## config.mk

```make
export PLATFORM = sky130hd
export DESIGN_NAME = execute_stage
export DESIGN_NICKNAME = d
export VERILOG_FILES = /design/src/design/cpu_pkg.sv /design/src/design/execute_stage.sv /design/src/design/exmem_stage.sv /design/src/design/store_byte_lane.sv /design/src/design/ex_compute.sv /design/src/design/ex_operand_select.sv
export SDC_FILE = /design/constraint.sdc
export NUM_CORES = 1
export LEC_CHECK = 0
export ABC_AREA = 1
export BUFFER_PORTS_ARGS = -buffer_cell sky130_fd_sc_hd__clkbuf_2
export CORE_UTILIZATION = 31
export DETAILED_ROUTE_END_ITERATION = 10
export GPL_TIMING_DRIVEN = 0
export PLACE_DENSITY = 0.52
export SLEW_MARGIN = 20
export SYNTH_ARGS = -nofsm -noshare
export SYNTH_HDL_FRONTEND = slang
export SYNTH_SLANG_ARGS = --single-unit
```

## constraint.sdc

```tcl
create_clock -name clk -period 6 [get_ports clk]
set_clock_uncertainty 0.15 [all_clocks]
set_input_delay 0.6 -clock clk [delete_from_list [all_inputs] [get_ports clk]]
set_output_delay 0.6 -clock clk [all_outputs]
set_load 0.01 [all_outputs]
```

## src/design/cpu_pkg.sv

```systemverilog
`default_nettype none

package cpu_pkg;

    localparam int DATA_WIDTH     = 32;
    localparam int REG_ADDR_WIDTH = 5;
    localparam int BYTES_PER_WORD = 4;

    typedef logic [DATA_WIDTH-1:0]     word_t;
    typedef logic [REG_ADDR_WIDTH-1:0] reg_addr_t;
    typedef logic [4:0]                shamt_t;
    typedef logic [BYTES_PER_WORD-1:0] byte_en_t;

    ////////////////////////////////////////////////////////////
    // Selector codes
    ////////////////////////////////////////////////////////////

    typedef enum logic [3:0] {
        ALU_ADD, ALU_ADDU, ALU_SUB, ALU_SUBU, ALU_AND, ALU_OR,
        ALU_XOR, ALU_NOR, ALU_SLT, ALU_SLTU, ALU_LUI
    } alu_op_e;

    typedef enum logic [1:0] {SHIFT_SLL, SHIFT_SRL, SHIFT_SRA} shift_op_e;

    typedef enum logic [1:0] {EXRES_ALU, EXRES_SHIFT, EXRES_LINK, EXRES_PASS_A} exres_sel_e;

    typedef enum logic [2:0] {BR_NONE, BR_EQ, BR_NE, BR_LT, BR_GE, BR_LE, BR_GT} branch_cond_e;

    typedef enum logic [1:0] {STORE_NONE, STORE_WORD, STORE_HALF, STORE_BYTE} store_sel_e;

    typedef enum logic [1:0] {FWD_IDEX, FWD_MEM, FWD_WB} fwd_sel_e;

    ////////////////////////////////////////////////////////////
    // Pipeline bundles
    ////////////////////////////////////////////////////////////

    // Write-back source as seen by the forwarding logic
    typedef struct packed {
        logic      reg_w;
        reg_addr_t rd_addr;
        word_t     data;
    } fwd_src_t;

    typedef struct packed {
        logic         valid;
        word_t        pc_4;
        word_t        op_a;
        word_t        op_b;
        reg_addr_t    rs_addr;
        reg_addr_t    rt_addr;
        reg_addr_t    rd_addr;
        word_t        imm_ext;
        alu_op_e      alu_op;
        logic         b_sel_imm;
        shift_op_e    shift_op;
        shamt_t       shamt;
        logic         shamt_from_reg;
        exres_sel_e   exres_sel;
        logic         reg_w;
        logic         of_w_disable;
        logic         movz;
        logic         movn;
        logic         jr;
        logic         mem_r;
        logic         mem_w;
        store_sel_e   store_sel;
        branch_cond_e branch_cond;
    } idex_bundle_t;

    typedef struct packed {
        logic      valid;
        logic      reg_w;
        reg_addr_t rd_addr;
        word_t     result;
        logic      mem_r;
        logic      mem_w;
        byte_en_t  mem_byte_en;
        word_t     store_data;
        word_t     final_target;
    } exmem_bundle_t;

endpackage

`default_nettype wire
```

## src/design/execute_stage.sv

```systemverilog
`timescale 1ns/1ps
`default_nettype none

module execute_stage import cpu_pkg::*; (
    input  logic          clk,
    input  logic          reset,
    input  logic          stall,
    input  logic          flush,
    input  idex_bundle_t  idex,
    input  fwd_src_t      wb,
    output exmem_bundle_t exmem
);

    word_t    fwd_a;
    word_t    fwd_b;
    word_t    alu_a;
    word_t    alu_b;
    shamt_t   shamt;
    word_t    result;
    word_t    branch_addr;
    logic     less;
    logic     zero;
    logic     overflow;
    word_t    store_data;
    byte_en_t mem_byte_en;

    // MEM forwarding comes straight from the registered stage output
    ex_operand_select u_operand_select (
        .idex    (idex),
        .mem_fwd (exmem),
        .wb      (wb),
        .fwd_a   (fwd_a),
        .fwd_b   (fwd_b),
        .alu_a   (alu_a),
        .alu_b   (alu_b),
        .shamt   (shamt)
    );

    ex_compute u_compute (
        .idex        (idex),
        .fwd_a       (fwd_a),
        .fwd_b       (fwd_b),
        .alu_a       (alu_a),
        .alu_b       (alu_b),
        .shamt       (shamt),
        .result      (result),
        .branch_addr (branch_addr),
        .less        (less),
        .zero        (zero),
        .overflow    (overflow)
    );

    // Store address is the ALU result
    for (genvar i = 0; i < BYTES_PER_WORD; i++) begin : g_lane
        store_byte_lane #(.LANE(i)) u_lane (
            .addr_low  (result[1:0]),
            .store_sel (idex.store_sel),
            .rt_data   (fwd_b),
            .lane_data (store_data[8*i +: 8]),
            .lane_en   (mem_byte_en[i])
        );
    end

    exmem_stage u_exmem (
        .clk         (clk),
        .reset       (reset),
        .stall       (stall),
        .flush       (flush),
        .idex        (idex),
        .result      (result),
        .branch_addr (branch_addr),
        .less        (less),
        .zero        (zero),
        .overflow    (overflow),
        .fwd_b       (fwd_b),
        .store_data  (store_data),
        .mem_byte_en (mem_byte_en),
        .exmem       (exmem)
    );

endmodule

`default_nettype wire

```

## src/design/exmem_stage.sv

```systemverilog
`timescale 1ns/1ps
`default_nettype none

module exmem_stage import cpu_pkg::*; (
    input  logic          clk,
    input  logic          reset,
    input  logic          stall,
    input  logic          flush,
    input  idex_bundle_t  idex,
    input  word_t         result,
    input  word_t         branch_addr,
    input  logic          less,
    input  logic          zero,
    input  logic          overflow,
    input  word_t         fwd_b,
    input  word_t         store_data,
    input  byte_en_t      mem_byte_en,
    output exmem_bundle_t exmem
);

    logic          reg_w_gated;
    logic          taken;
    exmem_bundle_t next_exmem;

    ////////////////////////////////////////////////////////////
    // Register write and branch resolution
    ////////////////////////////////////////////////////////////

    always_comb begin
        reg_w_gated = idex.reg_w;
        if (overflow && idex.of_w_disable) begin
            reg_w_gated = 1'b0;
        end
        // Conditional moves look at rt itself
        if (idex.movz) begin
            reg_w_gated = idex.reg_w && (fwd_b == '0);
        end else if (idex.movn) begin
            reg_w_gated = idex.reg_w && (fwd_b != '0);
        end
    end

    always_comb begin
        case (idex.branch_cond)
            BR_EQ:   taken = zero;
            BR_NE:   taken = !zero;
            BR_LT:   taken = less;
            BR_GE:   taken = !less;
            BR_LE:   taken = less || zero;
            BR_GT:   taken = !less && !zero;
            default: taken = 1'b0;
        endcase
    end

    always_comb begin
        next_exmem.valid        = idex.valid;
        next_exmem.reg_w        = reg_w_gated;
        next_exmem.rd_addr      = idex.rd_addr;
        next_exmem.result       = result;
        next_exmem.mem_r        = idex.mem_r;
        next_exmem.mem_w        = idex.mem_w;
        next_exmem.mem_byte_en  = mem_byte_en;
        next_exmem.store_data   = store_data;
        next_exmem.final_target = taken ? branch_addr : idex.pc_4;
    end

    // Bubble is the all zero bundle
    always_ff @(posedge clk) begin
        if (reset || (flush && !stall)) begin
            exmem <= '0;
        end else if (!stall) begin
            exmem <= next_exmem;
        end
    end

    a_no_stall_flush: assert property (@(posedge clk) disable iff (reset) !(stall && flush));

    a_store_has_lanes: assert property (@(posedge clk) disable iff (reset)
        exmem.mem_w |-> exmem.mem_byte_en != '0);

endmodule

`default_nettype wire

```

## src/design/store_byte_lane.sv

```systemverilog
`timescale 1ns/1ps
`default_nettype none

module store_byte_lane import cpu_pkg::*; #(
    parameter int unsigned LANE = 0
) (
    input  logic [1:0] addr_low,
    input  store_sel_e store_sel,
    input  word_t      rt_data,
    output logic [7:0] lane_data,
    output logic       lane_en
);

    localparam logic [1:0] LANE_IDX = LANE[1:0];

    always_comb begin
        case (store_sel)
            STORE_WORD: begin
                lane_data = rt_data[8*LANE +: 8];
                lane_en   = 1'b1;
            end
            // Halfword repeats on both halves and bit 1 picks the written half
            STORE_HALF: begin
                lane_data = rt_data[8*(LANE%2) +: 8];
                lane_en   = (addr_low[1] == LANE_IDX[1]);
            end
            STORE_BYTE: begin
                lane_data = rt_data[7:0];
                lane_en   = (addr_low == LANE_IDX);
            end
            default: begin
                lane_data = '0;
                lane_en   = 1'b0;
            end
        endcase
    end

endmodule

`default_nettype wire

```

## src/design/ex_compute.sv

```systemverilog
`timescale 1ns/1ps
`default_nettype none

module ex_compute import cpu_pkg::*; (
    input  idex_bundle_t idex,
    input  word_t        fwd_a,
    input  word_t        fwd_b,
    input  word_t        alu_a,
    input  word_t        alu_b,
    input  shamt_t       shamt,
    output word_t        result,
    output word_t        branch_addr,
    output logic         less,
    output logic         zero,
    output logic         overflow
);

    word_t sum;
    word_t diff;
    word_t alu_out;
    word_t shift_out;
    logic  add_ovf;
    logic  sub_ovf;

    ////////////////////////////////////////////////////////////
    // ALU
    ////////////////////////////////////////////////////////////

    assign sum  = alu_a + alu_b;
    assign diff = alu_a - alu_b;

    // Signed overflow on the two adders
    assign add_ovf = (alu_a[DATA_WIDTH-1] == alu_b[DATA_WIDTH-1]) &&
                     (sum[DATA_WIDTH-1] != alu_a[DATA_WIDTH-1]);
    assign sub_ovf = (alu_a[DATA_WIDTH-1] != alu_b[DATA_WIDTH-1]) &&
                     (diff[DATA_WIDTH-1] != alu_a[DATA_WIDTH-1]);

    // Flags of A minus B, used by slt and the branch unit
    assign less = diff[DATA_WIDTH-1] ^ sub_ovf;
    assign zero = (diff == '0);

    always_comb begin
        overflow = 1'b0;
        case (idex.alu_op)
            ALU_ADD: begin
                alu_out  = sum;
                overflow = add_ovf;
            end
            ALU_ADDU: alu_out = sum;
            ALU_SUB: begin
                alu_out  = diff;
                overflow = sub_ovf;
            end
            ALU_SUBU: alu_out = diff;
            ALU_AND:  alu_out = alu_a & alu_b;
            ALU_OR:   alu_out = alu_a | alu_b;
            ALU_XOR:  alu_out = alu_a ^ alu_b;
            ALU_NOR:  alu_out = ~(alu_a | alu_b);
            ALU_SLT:  alu_out = word_t'(less);
            ALU_SLTU: alu_out = word_t'(alu_a < alu_b);
            ALU_LUI:  alu_out = {alu_b[15:0], 16'h0000};
            default:  alu_out = '0;
        endcase
    end

    ////////////////////////////////////////////////////////////
    // Shifter and result select
    ////////////////////////////////////////////////////////////

    always_comb begin
        case (idex.shift_op)
            SHIFT_SRL: shift_out = fwd_b >> shamt;
            SHIFT_SRA: shift_out = word_t'($signed(fwd_b) >>> shamt);
            default:   shift_out = fwd_b << shamt;
        endcase
    end

    // jr takes rs through the ALU
    assign branch_addr = idex.jr ? alu_out : idex.pc_4 + (idex.imm_ext << 2);

    always_comb begin
        case (idex.exres_sel)
            EXRES_SHIFT:  result = shift_out;
            EXRES_LINK:   result = branch_addr;
            EXRES_PASS_A: result = fwd_a;
            default:      result = alu_out;
        endcase
    end

endmodule

`default_nettype wire

```

## src/design/ex_operand_select.sv

```systemverilog
`timescale 1ns/1ps
`default_nettype none

module ex_operand_select import cpu_pkg::*; (
    input  idex_bundle_t  idex,
    input  exmem_bundle_t mem_fwd,
    input  fwd_src_t      wb,
    output word_t         fwd_a,
    output word_t         fwd_b,
    output word_t         alu_a,
    output word_t         alu_b,
    output shamt_t        shamt
);

    fwd_sel_e sel_a;
    fwd_sel_e sel_b;

    // MEM wins over WB, and $0 is never forwarded
    function automatic fwd_sel_e pick_src(input reg_addr_t src);
        fwd_sel_e sel;
        sel = FWD_IDEX;
        if (src != '0) begin
            if (mem_fwd.reg_w && mem_fwd.rd_addr == src) begin
                sel = FWD_MEM;
            end else if (wb.reg_w && wb.rd_addr == src) begin
                sel = FWD_WB;
            end
        end
        return sel;
    endfunction

    function automatic word_t fwd_data(input fwd_sel_e sel, input word_t own);
        word_t data;
        case (sel)
            FWD_MEM: data = mem_fwd.result;
            FWD_WB:  data = wb.data;
            default: data = own;
        endcase
        return data;
    endfunction

    always_comb begin
        sel_a = pick_src(idex.rs_addr);
        sel_b = pick_src(idex.rt_addr);
        fwd_a = fwd_data(sel_a, idex.op_a);
        fwd_b = fwd_data(sel_b, idex.op_b);
    end

    // Moves run as 0 + rs while rt only decides the write
    assign alu_a = (idex.movz || idex.movn) ? '0 : fwd_a;
    assign alu_b = (idex.movz || idex.movn) ? fwd_a :
                   (idex.b_sel_imm ? idex.imm_ext : fwd_b);
    assign shamt = idex.shamt_from_reg ? fwd_a[4:0] : idex.shamt;

    // Relies on the EX/MEM bubble clearing reg_w
    always_comb begin
        if (sel_a == FWD_MEM || sel_b == FWD_MEM) begin
            a_mem_fwd_valid: assert (mem_fwd.valid)
                else $error("forwarding from a bubble in MEM");
        end
    end

endmodule

`default_nettype wire

```

# Word-level counts from Yosys, hierarchy flattened
# Index checks and enable logic that the tools add are counted.
# Widths: inputs -> output; s select.
[classes]
magnitude_cmp = 1
eq_ne = 39
mux = 30
add_sub_neg = 3
n_bitwise = 6
shift = 3
n_reduce_logical = 29
[ops]
columns = ["op", "count"]
rows = [
  ["$pmux 32 s9", 1],
  ["$pmux 32 s2", 3],
  ["$mux 32", 5],
  ["$pmux 32 s3", 1],
  ["$add 32x32->32", 2],
  ["$logic_not 32->1", 2],
  ["$and 32x32->32", 1],
  ["$lt 32x32->1", 1],
  ["$not 32->32", 1],
  ["$or 32x32->32", 1],
  ["$pmux 8 s2", 2],
  ["$reduce_bool 32->1", 1],
  ["$shl 32x5->32", 1],
  ["$shr 32x5->32", 1],
  ["$sshr 32x5->32", 1],
  ["$sub 32x32->32", 1],
  ["$xor 32x32->32", 1],
  ["$pmux 8 s3", 1],
  ["$eq 5x5->1", 4],
  ["$eq 2x2->1 const B", 9],
  ["$eq 4x3->1 const B", 4],
  ["$eq 2x1->1 const B", 6],
  ["$eq 4x4->1 const B", 3],
  ["$mux 2", 6],
  ["other kinds (23)", 52],
]
[word_totals]
register_bits = 109
elab_cells = 120
output_inout_bits = 109
input_bits = 213

# Depth between registers and ports, before layout
[logic_depth]
depth_word = 18
depth_mapped = 42
ltp_nobuf = 39

# Modules after synthesis
# From an unflattened synthesis, not the netlist that was laid out.
[unflattened]
hier_cells = 4324
hier_area_um2 = 22268.9
[by_module_without_submodules]
columns = ["module", "n_inst", "area_per_inst_um2", "seq_area_each_um2", "cells_per_inst"]
rows = [
  ["ex_compute", 1, 13691.9, 0.0, 2808],
  ["exmem_stage", 1, 4618.2, 2182.1, 627],
  ["ex_operand_select", 1, 3225.6, 0.0, 745],
  ["store_byte_lane at g_lane[3].u_lane", 1, 239.0, 0.0, 45],
  ["store_byte_lane at g_lane[1].u_lane", 1, 230.2, 0.0, 39],
  ["store_byte_lane at g_lane[2].u_lane", 1, 145.1, 0.0, 33],
  ["store_byte_lane at g_lane[0].u_lane", 1, 118.9, 0.0, 27],
]

# Worst setup path after synthesis
# Ideal clock, no wire load.
[synth_path]
kind = "input-to-reg"
startpoint = "input wb[35] (netlist name)"
endpoint = "register u_exmem.exmem[5] (netlist name)"
path_stages = 37
path_slack_ns = -0.133
required_time_ns = 5.741
t_arrival_ns = 5.875
setup_time_ns = 0.109
n_path_buf = 5
cell_sequence = "or2_2 a221oi_1 nand4_1 inv_1 ha_1 clkbuf_1 clkbuf_1 buf_1 a221o_1 o21ai_0 or2_2 nand2_1 ha_1 buf_2 nor2_1 inv_1 nor2_1 inv_1 nor4_1 nand2_1 nand2_1 nand3_1 o211ai_1 fa_1 inv_1 nand3_1 nor2_2 nand3_2 nand2_1 nand2_1 nor2_4 nand2_2 buf_2 nand2_1 nand3_1 nand2_1 inv_1"
[synth_via]
elab_chain_len = 17
word_cells_on_any_way = 38
cone_classes = "add/sub (2); eq/ne (8); mux (15); bitwise (5); reduce/logical (8)"
[synth_lines]
columns = ["element", "line_no", "text"]
rows = [
  ["start, declared", "execute_stage.sv:10", "input fwd_src_t wb,"],
  ["$eq 5x5->1", "ex_operand_select.sv:25", "end else if (wb.reg_w && wb.rd_addr == src) begin"],
  ["$logic_and 1x1->1", "ex_operand_select.sv:25", ""],
  ["$mux 2", "ex_operand_select.sv:25", ""],
  ["$mux 2", "ex_operand_select.sv:23", "if (mem_fwd.reg_w && mem_fwd.rd_addr == src) begin"],
  ["$mux 2", "ex_operand_select.sv:22", "if (src != '0) begin"],
  ["$eq 2x2->1 / $eq 2x1->1 (equally long branches)", "n/a", ""],
  ["$pmux 32 s2", "ex_operand_select.sv:34", "case (sel)"],
  ["$mux 32", "ex_operand_select.sv:52", "(idex.b_sel_imm ? idex.imm_ext : fwd_b);"],
  ["$mux 32", "ex_operand_select.sv:51", "assign alu_b = (idex.movz || idex.movn) ? fwd_a :"],
  ["$sub 32x32->32", "ex_compute.sv:30", "assign diff = alu_a - alu_b;"],
  ["$ne 1x1->1", "ex_compute.sv:36", "(diff[DATA_WIDTH-1] != alu_a[DATA_WIDTH-1]);"],
  ["$logic_and 1x1->1", "ex_compute.sv:35", "assign sub_ovf = (alu_a[DATA_WIDTH-1] != alu_b[DATA_WIDTH-1]) &&"],
  ["$xor 1x1->1", "ex_compute.sv:39", "assign less = diff[DATA_WIDTH-1] ^ sub_ovf;"],
  ["$logic_not 1->1", "exmem_stage.sv:47, exmem_stage.sv:49", ""],
  ["$logic_and 1x1->1", "exmem_stage.sv:49", "BR_GT: taken = !less && !zero;"],
  ["$pmux 1 s6", "exmem_stage.sv:43", "case (idex.branch_cond)"],
  ["$mux 32 (*)", "exmem_stage.sv:63", "next_exmem.final_target = taken ? branch_addr : idex.pc_4;"],
]
# Mark *: on every way between the ends. The rest lies on a longest branch, timed or not.
# A chain may end at the register's enable or synchronous reset.

# Worst setup path in the final report
[layout_path]
startpoint = "input idex[72] (netlist name)"
endpoint = "register u_exmem.exmem[8] (netlist name)"
[layout_via]
elab_chain_len = 16
word_cells_on_any_way = 32
cone_classes = "add/sub (2); eq/ne (6); mux (10); bitwise (5); reduce/logical (9)"
[layout_lines]
columns = ["element", "line_no", "text"]
rows = [
  ["start, declared", "execute_stage.sv:9", "input idex_bundle_t idex,"],
  ["$eq 5x5->1", "ex_operand_select.sv:25", ""],
  ["$logic_and 1x1->1", "ex_operand_select.sv:25", ""],
  ["$mux 2", "ex_operand_select.sv:25", ""],
  ["$mux 2", "ex_operand_select.sv:23", ""],
  ["$mux 2 (*)", "ex_operand_select.sv:22", ""],
  ["$eq 2x2->1 / $eq 2x1->1 (equally long branches)", "n/a", ""],
  ["$pmux 32 s2 (*)", "ex_operand_select.sv:34", ""],
  ["$mux 32, on equally long branches", "ex_operand_select.sv:50, ex_operand_select.sv:51", ""],
  ["$sub 32x32->32", "ex_compute.sv:30", ""],
  ["$ne 1x1->1", "ex_compute.sv:36", ""],
  ["$logic_and 1x1->1", "ex_compute.sv:35", ""],
  ["$xor 1x1->1", "ex_compute.sv:39", ""],
  ["$logic_not 1->1", "exmem_stage.sv:47, exmem_stage.sv:49", ""],
  ["$logic_and 1x1->1", "exmem_stage.sv:49", ""],
  ["$pmux 1 s6", "exmem_stage.sv:43", ""],
  ["$mux 32 (*)", "exmem_stage.sv:63", ""],
]
# Marks and branches as above.

==> Flow_metrics.wiki <==
{| class="wikitable"
! Metric !! Value
|-
| Result of the run || finished with violations
|-
| Violated checks || negative setup slack
|-
| Worst slew pin tran || 1110 ps
|-
| Total Power Consumption || 4.33 mW
|-
| Leakage power summed over all cells || roughly 12 nW
|-
| Post-layout utilization of the core || 41.9%
|-
| Startpoint Class || input port
|-
| Maximum number of pins on one net before global-route repair || 22
|-
| Placement row count || 91
|-
| Clock tree from TritonCTS || done
|-
| Hold violation total from the final report || 0
|-
| TritonCTS buffer count || 9
|-
| Cell family with the largest share of critical-path delay || simple AND/OR/NAND/NOR gates
|-
| Biggest cell delay along the critical path || around 550 ps
|-
| Antenna violations before repair || 11
|-
| Die Area || 0.0633 mm2
|-
| Share of post-route cells with drive strength above 1 || 24.7%
|-
| Routed vias/inst || 5.92
|-
| Arrival time of data at the critical path endpoint || 6480 ps
|-
| Total number of clock tree sinks || 109
|-
| First drt pass iteration count || 6
|-
| Worst slack on hold paths || 279 ps
|-
| Count of pins over their slew limit || 0
|-
| Vias || 28,500
|-
| Number of non-filler instances in the completed layout || between 4,000 and 5,000
|-
| Maximum frequency from static timing analysis || approximately 160 MHz
|-
| Overall Global Routing Usage || 40.1%
|-
| Initial DRC count || 3,726
|-
| Registers with the most flip-flops || u_exmem.exmem (109)
|-
| Post-Synth Simple-Gate Area || 36.1%
|-
| Kind of end point of the critical path || register
|-
| Remaining Overflow, GRT || 0
|-
| Routability Congestion || 1.09
|-
| Min-Delay Startpoint || idex[63]
|-
| Ranking of synthesized cells by instance count || sky130_fd_sc_hd__nand2_1, sky130_fd_sc_hd__inv_1, sky130_fd_sc_hd__o21ai_0
|-
| Number of nets in the layout || 4,312
|-
| Rel. slew slack || 25.8%
|-
| Number of buffers between clock root and the deepest sink || 2
|-
| Layout overhead on the synthesized area || 33.7%
|-
| Critical path's slowest cell || sky130_fd_sc_hd__fa_2
|-
| Number of ports placed on the die boundary || 322
|-
| Launching point of the worst reg2reg path || u_exmem.exmem[105]
|-
| Number of buffers and inverters on the critical path || 14
|-
| Total of max-cap violations || 0
|-
| DP Wirelength || around 110,000 um
|-
| Count of nets left with antenna violations after detail routing || 0
|-
| Reg-to-reg endpoint || u_exmem.exmem[8]
|-
| Worst min-delay path category || input port to register
|-
| Cell depth of the worst min-delay path || 3
|-
| Final routed DRC violation total || 0
|-
| Wire length of the first global-routing pass || approximately 180,000 um
|-
| Worst reg2reg path depth || 40
|-
| Adder-cell share of the synthesized area || 9.10%
|-
| Initial Utilization || 31.3%
|-
| Fill cells || 6,855
|-
| Syn_nets || 3,834
|-
| Worst setup startpoint || idex[72]
|-
| I/O Buffers || 319
|-
| Number of flip-flops under the largest register name || 109
|-
| Sequential area share after synthesis || 11.3%
|-
| Number of cells produced by synthesis || roughly 3,500
|-
| Later-pin clock latency in the skew report || 390 ps
|-
| Cell depth of the worst setup path || 41
|-
| Post-place instance area || approximately 0.022 mm2
|-
| Share of the synthesized area in compound gates (AO/OA/AOI/OAI) || 28.7%
|-
| Count of state elements after synthesis || about 110
|-
| Worst setup slack for register-to-register paths || -340 ps
|-
| Detailed Route WL || approximately 130,000 um
|-
| Warnings, synthesis || 0
|-
| Pwr dens || around 170 mW/mm2
|-
| Critical Setup Path Class || input port to register
|-
| Cell types with the largest area share after synthesis || sky130_fd_sc_hd__nand2_1, sky130_fd_sc_hd__dfxtp_1, sky130_fd_sc_hd__o21ai_0, sky130_fd_sc_hd__ha_1, sky130_fd_sc_hd__inv_1
|-
| RSZ-0062 raised after global routing || yes
|-
| Library cell with the largest summed area after synthesis || sky130_fd_sc_hd__nand2_1
|-
| Combinational family with the most area after synthesis || simple AND/OR/NAND/NOR gates
|-
| Clock period minus worst slack || 6350 ps
|-
| Worst-path maximum fanout || 5
|-
| Placeable core region || 0.0616 mm2
|-
| Xor/xnor cell area share of the yosys netlist || 1.81%
|-
| Register bank with the most flops || u_exmem.exmem
|-
| Mean Syn Cell Area || 5.54 um2
|-
| FFs w/ async S/R, synth || 0%
|-
| Post-synth top area share || a little under a fifth
|-
| Die outline width || between 200 and 300 um
|-
| Number of synthesized flops with an enable pin || 0
|-
| Portion of netlist area occupied by mux cells || less than 1%
|-
| Final design area excluding fillers || 0.0258 mm2
|-
| Clock transition at the registers of the reported paths || 90 ps
|-
| Fin crit share || 106%
|-
| Count of H-tree levels built during CTS || 3
|-
| Post-route worst setup slack || -349 ps
|-
| Number of global-route vias before repair || 25,800
|-
| Library cells used by synthesis || 62
|-
| Endpoint of the worst hold path || u_exmem.exmem[106]
|-
| Most used standard cell by instance count after synthesis || sky130_fd_sc_hd__nand2_1
|-
| Root buffer cell || sky130_fd_sc_hd__clkbuf_16
|-
| Required time of the critical path || 6130 ps
|-
| Die span in y || approximately 250 um
|-
| Cts hold-fix bufs || 0
|-
| Wire length per cell || 27.9 um
|-
| Synth Cell Area || 0.0193 mm2
|-
| Synth Flop Type || sky130_fd_sc_hd__dfxtp_1
|-
| Most frequent CP cell || sky130_fd_sc_hd__nand2_2
|-
| VDD IR-drop max || 146 uV
|-
| Cell count after placement || 4,650
|-
| Setup Viol. Count Final || 37
|}
-- per-layer routing --
metal  vias up  part of all wire (%)  routed length, um  track usage, %
met5         -                 0.054                 73               0
met4        10                   6.7               8950            21.7
met3       421                    11              14500            8.17
met2      1919                    43              57800            62.8
met1     13400                    39              52700            51.3
li1      12700                     -                  -               -
-- power by group --
group | switching, mW | internal, mW | total (mW) | leakage, nW
registers | 0.0491 | 0.770 | 0.819 | 0.897
clock network | 0.353 | 0.299 | 0.651 | 0.150
logic | 1.96 | 0.900 | 2.86 | 10.9
-- repair_timing --
item | in CTS | in global routing
endpoints found under the setup margin | 69 | 60
gates resized for setup | 453 | 170
setup buffers | 92 | 41
pin swaps | 84 | 97
cloned | 8 | 5
-- area by class of cell --
| class | instances | area (um2) | share of cell area, % |
|---|---|---|---|
| inverters | 405 | 1560 | 6.05 |
| clock buffers | 9 | 225 | 0.873 |
| well taps | 837 | 1050 | 4.06 |
| repair buffers | 473 | 2940 | 11.4 |
| multi-input cells | 2772 | 16500 | 63.9 |
| repair inverters | 1 | 7.51 | 0.0291 |
| flip-flops and latches | 109 | 2190 | 8.49 |
| clock inverters | 7 | 77.6 | 0.301 |
| plain buffers | 190 | 1260 | 4.87 |
| diodes | 8 | 20.0 | 0.0776 |
-- per-stage QoR --
step	TNS [ps]	worst slack, ps
final	-9260	-349
after global routing	-15400	-482
after detailed placement	-145870	-2760
after floorplan	0	6.29
after global placement	-154260	-2790
after CTS	-1290	-85.5
-- worst max-delay path by stage --
stage / endpoint
after global placement: u_exmem.exmem[92]
after detailed placement: u_exmem.exmem[92]
after CTS: u_exmem.exmem[17]
final: u_exmem.exmem[8]
after global routing: u_exmem.exmem[8]
after floorplan: u_exmem.exmem[5]
-- worst reg2reg max path, delay by kind of cell (launching register included) --
family | cells | cell delay [ps]
compound gates | 9 | 1630
flops | 1 | 370
simple gates | 15 | 1670
buf+inv | 13 | 1480
fa+ha+maj | 3 | 990
-- cell families after synthesis --
family / Yosys count
AO/OA/AOI/OAI: 928
XOR/XNOR: 40
adder cells (fa/ha/maj): 138
buffers and inverters: 602
flip-flops: 109
multiplexers: 10
AND/OR/NAND/NOR: 1656
-- placed cells by master, fill, tap and decap left out, types with 27 or more instances in the layout --
cell type / netlist / routed
sky130_fd_sc_hd__a21oi_1: 249 / 221
sky130_fd_sc_hd__a221o_1: 27 / 27
sky130_fd_sc_hd__a221oi_1: 34 / 29
sky130_fd_sc_hd__buf_4: 2 / 141
sky130_fd_sc_hd__clkbuf_1: 127 / 103
sky130_fd_sc_hd__clkbuf_2: 0 / 321
sky130_fd_sc_hd__dfxtp_1: 109 / 103
sky130_fd_sc_hd__ha_1: 134 / 111
sky130_fd_sc_hd__inv_1: 375 / 339
sky130_fd_sc_hd__inv_2: 24 / 48
sky130_fd_sc_hd__nand2_1: 963 / 916
sky130_fd_sc_hd__nand2_2: 13 / 44
sky130_fd_sc_hd__nand3_1: 233 / 202
sky130_fd_sc_hd__nand3_2: 20 / 48
sky130_fd_sc_hd__nand4_1: 31 / 31
sky130_fd_sc_hd__nor2_1: 303 / 270
sky130_fd_sc_hd__o211ai_1: 79 / 79
sky130_fd_sc_hd__o21ai_0: 346 / 263
sky130_fd_sc_hd__o21ai_1: 25 / 32
sky130_fd_sc_hd__o21ai_2: 3 / 35
sky130_fd_sc_hd__o21ai_4: 1 / 45
sky130_fd_sc_hd__o22ai_1: 37 / 37
No activity file was read; power rests on OpenSTA's default activity.
